### src/source/txavl_defines.svh
/*
  width and limit macros for the Avalon to PCIe transmit request controller
  include in every RTL file that needs a width or a limit; the include guard
  keeps repeated inclusion harmless
*/
`ifndef TXAVL_DEFINES_SVH
`define TXAVL_DEFINES_SVH

// Avalon slave side
`define TXAVL_AVL_ADDR_W       20  // byte address bits used by the controller
`define TXAVL_BURST_W          6   // burst count in 128-bit words

// interrupt inputs
`define TXAVL_IRQ_NUM          1

// read flow control
`define TXAVL_MAX_OUTSTANDING  8   // reads in flight before wait request holds
`define TXAVL_PEND_DEPTH       16  // pending-burst FIFO entries

// command FIFO fill level above which no header is written
`define TXAVL_CMD_FIFO_LIMIT   8

`endif
### src/source/txavl_pkg.sv
/*
  types shared by the transmit request controller blocks
  state and opcode enums, the Avalon read request, the configuration
  bundle and the command FIFO entry; import with txavl_pkg::*
*/
`include "txavl_defines.svh"

package txavl_pkg;

  // control FSM, one-hot
  typedef enum logic [4:0] {
    IDLE        = 5'b00001,
    WAIT_RDADDR = 5'b00010,
    RDHEADER    = 5'b00100,
    RDPIPE      = 5'b01000,
    MSI         = 5'b10000
  } txavl_state_e;

  // outstanding read tracker FSM
  typedef enum logic [1:0] {
    PEND_IDLE  = 2'd0,
    PEND_LATCH = 2'd1,
    PEND_CHECK = 2'd2
  } pend_state_e;

  typedef enum logic [1:0] {
    MRD32 = 2'd0,
    MRD64 = 2'd1,
    MWR32 = 2'd2,
    MWR64 = 2'd3
  } req_op_e;

  typedef struct packed {
    logic                      chip_select;
    logic                      read;
    logic [`TXAVL_BURST_W-1:0] burst_count;
    logic [27:0]               address;      // byte address
  } avl_rd_req_t;

  typedef struct packed {
    logic [2:0]  max_rd_code;  // max read request field of device control
    logic        master_en;
    logic        msi_en;
    logic [31:0] irq_ena;      // low bits irq lines, 23:16 mailbox slots
  } txavl_cfg_t;

  // command FIFO entry, 110 bits
  typedef struct packed {
    logic        last_seg;
    logic [3:0]  lbe;
    logic [8:0]  len_dw;
    logic        is_msi;
    logic [3:0]  tag;
    logic [3:0]  fbe;
    req_op_e     op;
    logic [63:0] addr;
    logic [20:0] pad;
  } tx_req_hdr_t;

endpackage

### src/source/txavl_top.sv
/*
  Avalon to PCIe transmit request controller, read and MSI side
  connects the control FSM, the segment sizer, the header builder,
  the outstanding read tracker and the MSI request flag
*/
`timescale 1ns/100ps
`include "txavl_defines.svh"

module txavl_top import txavl_pkg::*;
(
  input  logic                         AvlClk_i,
  input  logic                         Rstn_i,
  input  avl_rd_req_t                  avl_req_i,
  output logic                         tx_wait_request_o,
  output logic                         avl_addr_vld_o,
  output logic [`TXAVL_AVL_ADDR_W-1:0] avl_addr_o,
  input  logic                         addr_trans_done_i,
  input  logic [63:0]                  pcie_addr_i,
  input  logic [1:0]                   pcie_addr_space_i,
  output logic                         cmd_fifo_wr_req_o,
  output tx_req_hdr_t                  cmd_hdr_o,
  input  logic [3:0]                   cmd_fifo_usedw_i,
  output logic                         cmd_fifo_busy_o,
  input  logic                         txs_read_data_valid_i,
  input  txavl_cfg_t                   cfg_i,
  input  logic [63:0]                  msi_addr_i,
  input  logic [`TXAVL_IRQ_NUM-1:0]    rxm_irq_i,
  input  logic                         mb_wr_req_i,
  input  logic [2:0]                   mb_wr_addr_i
);

  txavl_state_e state;
  logic         rd_accept;
  logic         rd_slot_avail;
  logic         last_seg;
  logic         msi_pend;
  logic [9:0]   seg_bytes;

  txavl_ctrl u_ctrl (
    .AvlClk_i          (AvlClk_i),
    .Rstn_i            (Rstn_i),
    .avl_req_i         (avl_req_i),
    .cfg_i             (cfg_i),
    .addr_trans_done_i (addr_trans_done_i),
    .cmd_fifo_usedw_i  (cmd_fifo_usedw_i),
    .rd_slot_avail_i   (rd_slot_avail),
    .last_seg_i        (last_seg),
    .msi_pend_i        (msi_pend),
    .state_o           (state),
    .rd_accept_o       (rd_accept),
    .tx_wait_request_o (tx_wait_request_o),
    .avl_addr_vld_o    (avl_addr_vld_o),
    .cmd_fifo_wr_req_o (cmd_fifo_wr_req_o),
    .cmd_fifo_busy_o   (cmd_fifo_busy_o)
  );

  rd_split u_rd_split (
    .AvlClk_i      (AvlClk_i),
    .Rstn_i        (Rstn_i),
    .state_i       (state),
    .avl_req_i     (avl_req_i),
    .max_rd_code_i (cfg_i.max_rd_code),
    .avl_addr_o    (avl_addr_o),
    .seg_bytes_o   (seg_bytes),
    .last_seg_o    (last_seg)
  );

  tlp_hdr_gen u_hdr_gen (
    .AvlClk_i          (AvlClk_i),
    .Rstn_i            (Rstn_i),
    .state_i           (state),
    .addr_trans_done_i (addr_trans_done_i),
    .pcie_addr_i       (pcie_addr_i),
    .pcie_addr_space_i (pcie_addr_space_i),
    .seg_bytes_i       (seg_bytes),
    .last_seg_i        (last_seg),
    .msi_addr_i        (msi_addr_i),
    .cmd_hdr_o         (cmd_hdr_o)
  );

  rd_credit_track u_credit (
    .AvlClk_i              (AvlClk_i),
    .Rstn_i                (Rstn_i),
    .rd_accept_i           (rd_accept),
    .burst_count_i         (avl_req_i.burst_count),
    .txs_read_data_valid_i (txs_read_data_valid_i),
    .rd_slot_avail_o       (rd_slot_avail)
  );

  msi_req u_msi (
    .AvlClk_i     (AvlClk_i),
    .Rstn_i       (Rstn_i),
    .state_i      (state),
    .rxm_irq_i    (rxm_irq_i),
    .cfg_i        (cfg_i),
    .mb_wr_req_i  (mb_wr_req_i),
    .mb_wr_addr_i (mb_wr_addr_i),
    .msi_pend_o   (msi_pend)
  );

endmodule

### src/source/msi_req.sv
/*
  MSI request flag
  set by a rising edge on an enabled interrupt line or by a write to an
  enabled mailbox slot, both only when MSI is enabled
  cleared once the control FSM passes through its MSI state
*/
`timescale 1ns/100ps
`include "txavl_defines.svh"

module msi_req import txavl_pkg::*;
(
  input  logic                      AvlClk_i,
  input  logic                      Rstn_i,
  input  txavl_state_e              state_i,
  input  logic [`TXAVL_IRQ_NUM-1:0] rxm_irq_i,
  input  txavl_cfg_t                cfg_i,
  input  logic                      mb_wr_req_i,
  input  logic [2:0]                mb_wr_addr_i,
  output logic                      msi_pend_o
);

  logic [`TXAVL_IRQ_NUM-1:0] irq_act;
  logic                      irq_q;
  logic                      irq_rise;
  logic [7:0]                mb_slot_ena;
  logic                      mb_hit;
  logic                      pend_set;
  logic                      pend_q;

  assign irq_act  = rxm_irq_i & cfg_i.irq_ena[`TXAVL_IRQ_NUM-1:0];
  assign irq_rise = (|irq_act) & ~irq_q;

  assign mb_slot_ena = cfg_i.irq_ena[23:16];   // one enable per mailbox slot
  assign mb_hit      = mb_wr_req_i & mb_slot_ena[mb_wr_addr_i];

  assign pend_set = (irq_rise | mb_hit) & cfg_i.msi_en;

  always_ff @(posedge AvlClk_i or negedge Rstn_i)
  begin
    if (!Rstn_i)
    begin
      irq_q  <= 1'b0;
      pend_q <= 1'b0;
    end
    else
    begin
      irq_q <= |irq_act;
      if (pend_set)
        pend_q <= 1'b1;   // a new event wins over the clear
      else if (state_i == MSI)
        pend_q <= 1'b0;
    end
  end

  assign msi_pend_o = pend_q;

endmodule

### src/source/rd_credit_track.sv
/*
  outstanding read tracking
  each accepted read pushes its burst count into a small register FIFO;
  the head is loaded and returned data valid pulses are counted against it
  a read retires when its count is reached, freeing one read slot
*/
`timescale 1ns/100ps
`include "txavl_defines.svh"

module rd_credit_track import txavl_pkg::*;
(
  input  logic                      AvlClk_i,
  input  logic                      Rstn_i,
  input  logic                      rd_accept_i,
  input  logic [`TXAVL_BURST_W-1:0] burst_count_i,
  input  logic                      txs_read_data_valid_i,
  output logic                      rd_slot_avail_o
);

  localparam int PTR_W = $clog2(`TXAVL_PEND_DEPTH);
  localparam int CNT_W = $clog2(`TXAVL_MAX_OUTSTANDING + 1);

  logic [`TXAVL_BURST_W-1:0] pend_mem [`TXAVL_PEND_DEPTH];
  logic [PTR_W:0]            wr_ptr_q;
  logic [PTR_W:0]            rd_ptr_q;
  logic [`TXAVL_BURST_W-1:0] fifo_q;      // FIFO read register
  logic [`TXAVL_BURST_W-1:0] head_q;
  logic                      fifo_empty;
  logic                      fifo_pop;
  pend_state_e               pend_state_q;
  pend_state_e               pend_state_d;
  logic [`TXAVL_BURST_W:0]   valid_cnt_q;
  logic                      retire;
  logic [CNT_W-1:0]          rd_out_q;

  assign fifo_empty = (wr_ptr_q == rd_ptr_q);
  assign retire     = (pend_state_q == PEND_CHECK) & (valid_cnt_q >= {1'b0, head_q});
  assign fifo_pop   = ~fifo_empty & ((pend_state_q == PEND_IDLE) | retire);

  always_ff @(posedge AvlClk_i)
  begin
    if (rd_accept_i)
      pend_mem[wr_ptr_q[PTR_W-1:0]] <= burst_count_i;
    if (fifo_pop)
      fifo_q <= pend_mem[rd_ptr_q[PTR_W-1:0]];
    if (pend_state_q == PEND_LATCH)
      head_q <= fifo_q;
  end

  always_ff @(posedge AvlClk_i or negedge Rstn_i)
  begin
    if (!Rstn_i)
    begin
      wr_ptr_q     <= '0;
      rd_ptr_q     <= '0;
      pend_state_q <= PEND_IDLE;
    end
    else
    begin
      pend_state_q <= pend_state_d;
      if (rd_accept_i)
        wr_ptr_q <= wr_ptr_q + 1'b1;
      if (fifo_pop)
        rd_ptr_q <= rd_ptr_q + 1'b1;
    end
  end

  always_comb
  begin
    pend_state_d = pend_state_q;
    case (pend_state_q)
      PEND_IDLE:  if (!fifo_empty) pend_state_d = PEND_LATCH;
      PEND_LATCH: pend_state_d = PEND_CHECK;
      PEND_CHECK:
      begin
        if (retire)
          pend_state_d = fifo_empty ? PEND_IDLE : PEND_LATCH;
      end
      default:    pend_state_d = PEND_IDLE;
    endcase
  end

  // surplus pulses already belong to the next read, so carry them over
  always_ff @(posedge AvlClk_i or negedge Rstn_i)
  begin
    if (!Rstn_i)
      valid_cnt_q <= '0;
    else if (retire)
      valid_cnt_q <= valid_cnt_q - {1'b0, head_q} +
                     {{`TXAVL_BURST_W{1'b0}}, txs_read_data_valid_i};
    else if (txs_read_data_valid_i)
      valid_cnt_q <= valid_cnt_q + 1'b1;
  end

  always_ff @(posedge AvlClk_i or negedge Rstn_i)
  begin
    if (!Rstn_i)
      rd_out_q <= '0;
    else if (rd_accept_i & ~retire)
      rd_out_q <= rd_out_q + 1'b1;
    else if (retire & ~rd_accept_i)
      rd_out_q <= rd_out_q - 1'b1;
  end

  assign rd_slot_avail_o = (rd_out_q < CNT_W'(`TXAVL_MAX_OUTSTANDING));

endmodule

### src/source/tlp_hdr_gen.sv
/*
  request header assembly for the command FIFO
  latches the translated PCIe address on the rising edge of done, keeps
  the rolling read tag and builds either a read header or an MSI write
  header from the current control state
*/
`timescale 1ns/100ps
`include "txavl_defines.svh"

module tlp_hdr_gen import txavl_pkg::*;
(
  input  logic         AvlClk_i,
  input  logic         Rstn_i,
  input  txavl_state_e state_i,
  input  logic         addr_trans_done_i,
  input  logic [63:0]  pcie_addr_i,
  input  logic [1:0]   pcie_addr_space_i,
  input  logic [9:0]   seg_bytes_i,
  input  logic         last_seg_i,
  input  logic [63:0]  msi_addr_i,
  output tx_req_hdr_t  cmd_hdr_o
);

  logic        done_q;
  logic        done_rise;
  logic [63:0] pcie_addr_q;
  logic        space_64_q;
  logic [3:0]  tag_q;
  logic        rd_64;
  logic        msi_64;

  always_ff @(posedge AvlClk_i or negedge Rstn_i)
  begin
    if (!Rstn_i)
    begin
      done_q <= 1'b0;
      tag_q  <= 4'h0;
    end
    else
    begin
      done_q <= addr_trans_done_i;
      if (state_i == RDHEADER)
        tag_q <= tag_q + 4'h1;  // wraps at 16
    end
  end

  assign done_rise = addr_trans_done_i & ~done_q;

  // one translation per segment
  always_ff @(posedge AvlClk_i)
  begin
    if (done_rise)
    begin
      pcie_addr_q <= pcie_addr_i;
      space_64_q  <= pcie_addr_space_i[0];
    end
  end

  assign rd_64  = space_64_q & (pcie_addr_q[63:32] != 32'h0);
  assign msi_64 = (msi_addr_i[63:32] != 32'h0);

  always_comb
  begin
    cmd_hdr_o     = '0;
    cmd_hdr_o.tag = tag_q;
    cmd_hdr_o.fbe = 4'hF;
    if (state_i == MSI)
    begin
      cmd_hdr_o.is_msi = 1'b1;
      cmd_hdr_o.op     = msi_64 ? MWR64 : MWR32;
      cmd_hdr_o.len_dw = 9'd1;   // single DW, lbe stays 0
      cmd_hdr_o.addr   = msi_addr_i;
    end
    else
    begin
      cmd_hdr_o.last_seg = (state_i == RDHEADER) & last_seg_i;
      cmd_hdr_o.lbe      = 4'hF;
      cmd_hdr_o.len_dw   = {1'b0, seg_bytes_i[9:2]};
      cmd_hdr_o.op       = rd_64 ? MRD64 : MRD32;
      cmd_hdr_o.addr     = pcie_addr_q;
    end
  end

endmodule

### src/source/rd_split.sv
/*
  read segment sizing
  holds the byte address and the remaining byte count of the current read
  and picks each segment as the smallest of remaining bytes, max read
  request size and bytes left to the next 4 KB boundary
  the three-way select is registered, so sizes settle one cycle after a move
*/
`timescale 1ns/100ps
`include "txavl_defines.svh"

module rd_split import txavl_pkg::*;
(
  input  logic                         AvlClk_i,
  input  logic                         Rstn_i,
  input  txavl_state_e                 state_i,
  input  avl_rd_req_t                  avl_req_i,
  input  logic [2:0]                   max_rd_code_i,
  output logic [`TXAVL_AVL_ADDR_W-1:0] avl_addr_o,
  output logic [9:0]                   seg_bytes_o,
  output logic                         last_seg_o
);

  logic [`TXAVL_AVL_ADDR_W-1:0] addr_q;
  logic [9:0]                   remain_q;
  logic [9:0]                   max_rd_size;
  logic [12:0]                  bytes_to_4kb;
  logic                         to_4kb_sel;
  logic                         remain_sel;
  logic [1:0]                   size_sel_q;

  always_comb
  begin
    case (max_rd_code_i)
      3'b000:  max_rd_size = 10'd128;
      3'b001:  max_rd_size = 10'd256;
      default: max_rd_size = 10'd512;  // larger codes capped
    endcase
  end

  // loaded on every idle cycle, the last load is the accepted read
  always_ff @(posedge AvlClk_i)
  begin
    if (state_i == IDLE)
    begin
      addr_q   <= {avl_req_i.address[`TXAVL_AVL_ADDR_W-1:4], 4'h0};
      remain_q <= {avl_req_i.burst_count, 4'h0}; // 16 bytes per word
    end
    else if (state_i == RDHEADER)
    begin
      addr_q   <= addr_q + {{(`TXAVL_AVL_ADDR_W-10){1'b0}}, seg_bytes_o};
      remain_q <= remain_q - seg_bytes_o;
    end
  end

  assign bytes_to_4kb = 13'h1000 - {1'b0, addr_q[11:0]};

  assign to_4kb_sel = ({3'b000, max_rd_size} >= bytes_to_4kb) &
                      ({3'b000, remain_q} > bytes_to_4kb);
  assign remain_sel = (remain_q <= max_rd_size) &
                      ({3'b000, remain_q} <= bytes_to_4kb);

  always_ff @(posedge AvlClk_i or negedge Rstn_i)
  begin
    if (!Rstn_i)
      size_sel_q <= 2'b00;
    else
      size_sel_q <= {to_4kb_sel, remain_sel};
  end

  always_comb
  begin
    case (size_sel_q)
      2'b01:   seg_bytes_o = remain_q;
      2'b10:   seg_bytes_o = bytes_to_4kb[9:0];  // never above 512 here
      default: seg_bytes_o = max_rd_size;
    endcase
  end

  assign last_seg_o = (size_sel_q == 2'b01);
  assign avl_addr_o = addr_q;

endmodule

### src/source/txavl_ctrl.sv
/*
  read and MSI control for the transmit request path
  one-hot FSM that accepts an Avalon burst read, waits for the address
  translator and writes one command FIFO header per read segment
  a pending MSI is taken from IDLE ahead of any new read
*/
`timescale 1ns/100ps
`include "txavl_defines.svh"

module txavl_ctrl import txavl_pkg::*;
(
  input  logic         AvlClk_i,
  input  logic         Rstn_i,
  input  avl_rd_req_t  avl_req_i,
  input  txavl_cfg_t   cfg_i,
  input  logic         addr_trans_done_i,
  input  logic [3:0]   cmd_fifo_usedw_i,
  input  logic         rd_slot_avail_i,
  input  logic         last_seg_i,
  input  logic         msi_pend_i,
  output txavl_state_e state_o,
  output logic         rd_accept_o,
  output logic         tx_wait_request_o,
  output logic         avl_addr_vld_o,
  output logic         cmd_fifo_wr_req_o,
  output logic         cmd_fifo_busy_o
);

  txavl_state_e state_q;
  txavl_state_e state_d;
  logic         cmd_fifo_ok;
  logic         rd_ready;
  logic         msi_go;

  assign cmd_fifo_ok = (cmd_fifo_usedw_i <= 4'(`TXAVL_CMD_FIFO_LIMIT));

  // a read waits while an MSI is pending or done is still held from the last one
  assign rd_ready = (state_q == IDLE) & cfg_i.master_en & rd_slot_avail_i &
                    ~msi_pend_i & ~addr_trans_done_i;
  assign msi_go   = msi_pend_i & cfg_i.master_en & cmd_fifo_ok;

  assign rd_accept_o       = rd_ready & avl_req_i.chip_select & avl_req_i.read;
  assign tx_wait_request_o = ~rd_ready;

  always_ff @(posedge AvlClk_i or negedge Rstn_i)
  begin
    if (!Rstn_i)
      state_q <= IDLE;
    else
      state_q <= state_d;
  end

  always_comb
  begin
    state_d = state_q;
    case (state_q)
      IDLE:
      begin
        if (msi_go)
          state_d = MSI;          // MSI first
        else if (rd_accept_o)
          state_d = WAIT_RDADDR;
      end
      WAIT_RDADDR:
      begin
        if (addr_trans_done_i & cmd_fifo_ok)
          state_d = RDHEADER;
      end
      RDHEADER:
      begin
        if (last_seg_i)
          state_d = IDLE;
        else
          state_d = RDPIPE;
      end
      RDPIPE:
      begin
        // let the translator drop done before asking for the next segment
        if (!addr_trans_done_i)
          state_d = WAIT_RDADDR;
      end
      MSI:     state_d = IDLE;
      default: state_d = IDLE;
    endcase
  end

  assign state_o           = state_q;
  assign avl_addr_vld_o    = (state_q == WAIT_RDADDR);
  assign cmd_fifo_wr_req_o = (state_q == RDHEADER) | (state_q == MSI);
  assign cmd_fifo_busy_o   = (state_q == WAIT_RDADDR) | msi_pend_i; // one cycle ahead of the write

endmodule

### config.mk
export PLATFORM = sky130hd
export DESIGN_NAME = txavl_top
export DESIGN_NICKNAME = d
export VERILOG_FILES = /design/src/source/txavl_pkg.sv /design/src/source/txavl_top.sv /design/src/source/msi_req.sv /design/src/source/rd_credit_track.sv /design/src/source/tlp_hdr_gen.sv /design/src/source/rd_split.sv /design/src/source/txavl_ctrl.sv
export VERILOG_INCLUDE_DIRS = /design/src /design/src/source
export SDC_FILE = /design/constraint.sdc
export NUM_CORES = 1
export LEC_CHECK = 0
export ABC_AREA = 0
export BUFFER_PORTS_ARGS = -buffer_cell sky130_fd_sc_hd__buf_2
export CAP_MARGIN = 20
export CORE_MARGIN = 4
export CORE_UTILIZATION = 35
export DETAILED_ROUTE_END_ITERATION = 7
export SLEW_MARGIN = 20
export SYNTH_ARGS = -nofsm -noshare
export SYNTH_HDL_FRONTEND = slang
export SYNTH_SLANG_ARGS = --single-unit
### constraint.sdc
create_clock -name AvlClk_i -period 4.25 [get_ports AvlClk_i]
set_clock_uncertainty 0.1 [all_clocks]
set_input_delay 0 -clock AvlClk_i [delete_from_list [all_inputs] [get_ports AvlClk_i]]
set_output_delay 0 -clock AvlClk_i [all_outputs]
set_load 0.005 [all_outputs]
* Word level (Yosys, flattened, before mapping) *
Memories as Yosys holds them, arrays and structs flattened. A register that Yosys moved wholly into a read port is not among the register bits.
Cells that the tools add are included.

cells by class
  add/sub/neg operators = 11
  $lt $le $gt $ge = 8
  eq/ne operators = 16
  muxes and demuxes = 32
  bitwise gates (word level) = 34
  reductions and logical operators = 10

operator list
  kind                                                                   count
  66-bit two-way mux                                                     1
  32-bit nonzero test                                                    2
  20-bit two-way mux                                                     2
  10-bit one-hot mux with 2 select lines                                 2
  5-bit two-way mux                                                      5
  1-bit AND                                                              22
  20-bit by 10-bit adder with 20-bit output                              1
  10-bit two-way mux                                                     2
  5-bit one-hot mux with 4 select lines                                  1
  7-bit two-way mux                                                      2
  10-bit by 13-bit greater-or-equal comparator with 1-bit output         1
  10-bit by 13-bit > comparator with 1-bit output                        1
  10-bit by 13-bit less-or-equal comparator with 1-bit output            1
  13-bit by 12-bit subtractor with 13-bit output (first input constant)  1
  4-bit two-way mux                                                      3
  5-bit by 1-bit adder with 5-bit output (second input constant)         2
  10-bit less-or-equal comparator                                        1
  10-bit subtractor                                                      1
  1-bit two-way mux                                                      9
  4-bit by 1-bit adder with 4-bit output (second input constant)         2
  8-bit two-way mux                                                      1
  1-bit NOT                                                              8
  2-bit nonzero test                                                     4
  7-bit by 1-bit adder with 7-bit output                                 1
  27 further kinds                                                       35

word-level totals
  register bits after elaboration = 138
  memory bits (writable) = 96
  input port bits = 216
  output and inout bits = 134
  word-level logic and storage cells = 130
  memories = 1

memory list
  name               words  bits a word  rd ports  clocked after Yosys merged registers in  wr ports  line                   RTL
  u_credit.pend_mem  16     6            1         1                                        1         rd_credit_track.sv:23  logic [`TXAVL_BURST_W-1:0] pend_mem [`TXAVL_PEND_DEPTH];

* Logic depth before layout (Yosys ltp) *
  depth after elaboration = 11
  depth in mapped cells = 18
  mapped depth without buffers = 17

* Modules after synthesis *
A second synthesis with hierarchy kept.

unflattened totals
  cell total of the unflattened synthesis = 988
  area total of the unflattened synthesis = 12967.4 µm²

modules (own cells, without submodules)
  module           times used  cells each  area each (µm²)  seq. area each (µm²)
  rd_credit_track  1           346         5848.1           3818.7
  tlp_hdr_gen      1           218         3540.9           2077.0
  rd_split         1           372         3071.7           870.8
  txavl_ctrl       1           37          347.8            126.4
  msi_req          1           15          158.9            50.0

* Worst setup path before layout *
OpenSTA, ideal clock, no wires.

  kind = reg2reg
  start = reg u_hdr_gen.done_q
  end = reg u_hdr_gen.pcie_addr_q[0], enable pin
  setup time = 495 ps
  arrival time = 3233 ps
  data required time = 3655 ps
  setup slack = 422 ps
  cell stages (with the launch flop) = 2
  buffers on the path = 0
  clock period less this slack = 3828 ps
  cell sequence = dfrtp_1 nor2b_1

on the way
  cells in the longest elaborated chain, start to end = 2

RTL lines
  element                   line               RTL
  start: declaration        tlp_hdr_gen.sv:24  logic done_q;
  start signal: assignment  tlp_hdr_gen.sv:41  done_q <= addr_trans_done_i;
  1-bit NOT                 tlp_hdr_gen.sv:47  assign done_rise = addr_trans_done_i & ~done_q;
  1-bit AND                 tlp_hdr_gen.sv:47
  via u_hdr_gen.done_rise   tlp_hdr_gen.sv:25  logic done_rise;
  end signal: assignment    tlp_hdr_gen.sv:54  pcie_addr_q <= pcie_addr_i;
  end: declaration          tlp_hdr_gen.sv:26  logic [63:0] pcie_addr_q;

The timed path passes the listed nets, and every way through them passes these cells.
A chain may end at the register's enable or synchronous reset.

* Final worst setup path *
  start = reg u_rd_split.addr_q[4] (netlist: u_rd_split.avl_addr_o[4])
  end = reg u_rd_split.addr_q[14] (netlist: u_rd_split.avl_addr_o[14]), data pin

on the way
  cells in the longest elaborated chain, start to end = 5

RTL lines
  element                                         line            RTL
  start: declaration                              rd_split.sv:23  logic [`TXAVL_AVL_ADDR_W-1:0] addr_q;
  start signal: assignment                        rd_split.sv:45  addr_q <= {avl_req_i.address[`TXAVL_AVL_ADDR_W-1:4], 4'h0};
  start signal: assignment                        rd_split.sv:50  addr_q <= addr_q + {{(`TXAVL_AVL_ADDR_W-10){1'b0}}, seg_bytes_o};
  13-bit by 12-bit subtractor with 13-bit output  rd_split.sv:55  assign bytes_to_4kb = 13'h1000 - {1'b0, addr_q[11:0]};
  10-bit one-hot mux with 2 select lines          rd_split.sv:72  case (size_sel_q)
  20-bit by 10-bit adder with 20-bit output (*)   rd_split.sv:50
  20-bit two-way mux (*)                          rd_split.sv:48  else if (state_i == RDHEADER)
  20-bit two-way mux (*)                          rd_split.sv:43  if (state_i == IDLE)

Mark *: on every way between the ends. The rest lies on a longest branch, timed or not. The select of a mux whose other input is x is not followed.

==> reports/metrics.csv <==
metric,value,unit
largest net degree at the start of global routing,75,
Synth Instances,1076,
synthesized area,12410,um2
Crit path required time,4.41,ns
PortBufs,287,
crit-path most repeated cell,o21ai_0,
clock latency on the worst-skew pair,0.54,ns
crit path kind,flop to flop,
Layout Utilization,0.4693,
Die Area,38530,um2
WL met1,13870,um
Total GRT Usage,0.1753,
clock buffer depth,3,
synth cell count leaders,"nand2_1 (271), edfxtp_1 (195), ha_1 (64)",
pwr/cell area,579.6,nW/um2
final setup TNS,0,ns
Main synth FF type,edfxtp_1,
CTS tree,done,
worst min path class,input port to asynchronous set/reset pin,
Peak VDD IR,0.3472,mV
CP endpoint kind,flop,
"antenna viol nets, final",0,
initial antenna violation count,7,
first-pass GRT wire length,53720,um
Multi-input gate area,5010,um2
grt total ovfl,0,
Synth Warn #,0,
Slew Limit Fails,0,
RSZ-0062 raised after global routing,no,
Reg power frac,0.353,
top-area cell type share of the netlist area,0.4719,
layout cell share with drive strength beyond 1,0.2718,
CP cell instances,or4_4 > nor3_1 > xor2_1 > o21ai_0 > mux2i_1 > inv_1 > ha_1 > a21oi_1 > o21ai_0 > o21ai_0 > xor2_1 > o21ai_0,
Worst Max-Slew Pin Slew,0.8580,ns
sequential area share after synthesis,0.5595,
Syn Area/Cell,11.53,um2
vias per cell,4.870,
worst slew margin relative to its limit,0.4280,
Comb pwr share,0.383,
Buf/Inv on CP,1,
Die Y,196.3,um
leakage dissipation,6.994,nW
fin crit share,0.8959,
Final Hold Vio Count,0,
die span in x,196.3,um
FF/Latch Area,6943,um2
largest area contributor in the netlist,edfxtp_1,
P_int,0.006175,W
crit-path max FO,6,
most frequent cell after synthesis,nand2_1,
CP top delay family,compound AO/OA/AOI/OAI gates,
CP arrival,3.97,ns
clock root cell,clkbuf_16,
CP max stage delay,0.53,ns
Post-synth EDFFs,195,
minimum clock period,3.808,ns
overall power,0.009464,W
CP Launch Type,flop,
drt drc,0,
Post-Route WL,34550,um
distinct cell type count after synthesis,62,
H-tree Lvls,1,
Max Cap Violations,0,
fill count,3188,
number of global-route vias before repair,9755,
top post-synthesis cells by area,"edfxtp_1 (47%), nand2_1 (8.2%), dfrtp_1 (7.3%)",
initial core utilization,0.3566,
average wire per standard cell,17.66,um
uppermost routed layer,met4,
DRT Pass-1 Iters,5,
#FFs+latches synth,240,
Clk pwr share,0.265,
outcome,"complete, no violations",
DR WL met3,2252,um
CTS sink count,240,
nets,1758,
1st-iter DRT viols,525,
slowest CP cell,or4_4,
Area Overhead vs Synth,31.60,%
Ports,350,
Vias,9526,
Synth async-reset ratio,0.1542,
metal2 WL,17560,um
"CTS clk-pin slew, worst paths",0.06,ns
Final Wtd Congestion,0.8880,
Core ar.,34800,um2
Hold Worst Slack,0.06247,ns
Sw Ratio,0.3475,
total CTS buffers,28,
fmax,262.6,MHz
P_sw,0.003289,W
Detail Placement HPWL,25460,um
Core Rows,68,
Setup-failing EPs final,0,
## logic make-up after synthesis
kind of cell	count (synthesis)	share of synthesized area
and+or+nand+nor	416	0.1485
AOI/OAI and AO/OA	128	0.06312
buffers and inverters	118	0.04538
muxes	39	0.06413
xor gates and xnor gates	63	0.04447
DFF	240	0.5595
adders and majority gates	70	0.07422
other	2	0.0006052
## sequential cells by signal, indices dropped and copies added, names as in the netlist
register / flops
u_credit.wr_ptr_q: 5
u_msi.msi_pend_o: 1
u_credit.pend_state_q: 2
u_hdr_gen.done_q: 1
u_credit.rd_ptr_q: 5
u_ctrl.state_o: 5
u_hdr_gen.space_64_q: 1
u_credit.fifo_q: 6
u_rd_split.remain_q: 10
u_rd_split.avl_addr_o: 20
u_credit.valid_cnt_q: 7
u_hdr_gen.pcie_addr_q: 64
u_hdr_gen.tag_q: 4
u_credit.pend_mem: 96
u_msi.irq_q: 1
u_rd_split.size_sel_q: 2
u_credit.rd_out_q: 4
u_credit.head_q: 6
## power by group through the flow
stage	combinational [W]	clock, W	sequential [W]
floorplan	0.00257	0	0.00326
global placement	0.00349	0	0.00337
detailed placement	0.00355	0	0.00338
CTS	0.00366	0.00257	0.00334
global route	0.00412	0.00267	0.00339
finish	0.00362	0.00250	0.00334
## metal layers
metal | vias to the layer above | track usage
li1 | 4586 | -
met4 | 0 | 0.05301
met1 | 4539 | 0.2179
met3 | 58 | 0.02765
met2 | 343 | 0.3140
met5 | - | 0
## timing repair
item | CTS | global route
hold buffers | 105 | 0
setup endpoints to repair | 0 | 3
gates resized for setup | 0 | 1
buffers inserted | 0 | 0
endpoints found under the hold margin | 263 | 0
## worst register-to-register path, cell delays in order (launching register included)
cell and delay [ns]:
edfxtp_1 0.48, or4_4 0.53, nor3_1 0.26, xor2_1 0.28
o21ai_0 0.12, mux2i_1 0.28, inv_1 0.11, ha_1 0.32
a21oi_1 0.08, o21ai_0 0.50, o21ai_0 0.23, xor2_1 0.15
o21ai_0 0.08
## cell usage in the layout (no fill, tap or decap), types with 26 or more instances in the layout
cell type,count
buf_2,287
edfxtp_1,195
conb_1,26
inv_1,51
mux4_2,32
xor2_1,33
dfrtp_1,36
ha_1,64
nor2_1,45
o21ai_0,52
xnor2_1,30
dlygate4sd3_1,105
nand2_1,271
clkbuf_16,28
## metrics by stage
step | instances | worst slack (ns) | instance area, um2
global route | 1956 | 0.04169 | 16330
floorplan | 1100 | 0.4218 | 12500
global placement | 1791 | 0.4637 | 14260
detailed placement | 1791 | 0.3769 | 14260
CTS | 1948 | 0.3760 | 16290
finish | 1956 | 0.4424 | 16330
## area by class of cell
type | instances | share of cell area
well taps | 455 | 0.03486
clock buffers | 32 | 0.04567
inverters | 52 | 0.01195
multi-input cells | 742 | 0.3068
diodes | 7 | 0.001073
clock inverters | 20 | 0.01402
repair buffers | 408 | 0.1604
flip-flops and latches | 240 | 0.4252
## path summary, 6_finish.rpt
| path | startpoint | to | slack, ns | cells after the start |
|---|---|---|---|---|
| hold reg to reg | u_credit.fifo_q[0] | u_credit.head_q[0] | 0.32 | 0 |
| max in group asynchronous | Rstn_i | u_ctrl.state_o[2] | 3.45 | 2 |
| setup / recovery | u_rd_split.avl_addr_o[4] | u_rd_split.avl_addr_o[14] | 0.44 | 12 |
| hold / removal | Rstn_i | u_hdr_gen.tag_q[0] | 0.06 | 2 |
| min in group AvlClk_i | pcie_addr_i[9] | u_hdr_gen.pcie_addr_q[9] | 0.07 | 2 |
| setup reg to reg | u_rd_split.avl_addr_o[4] | u_rd_split.avl_addr_o[14] | 0.44 | 12 |
No activity file was read; power rests on OpenSTA's default activity.
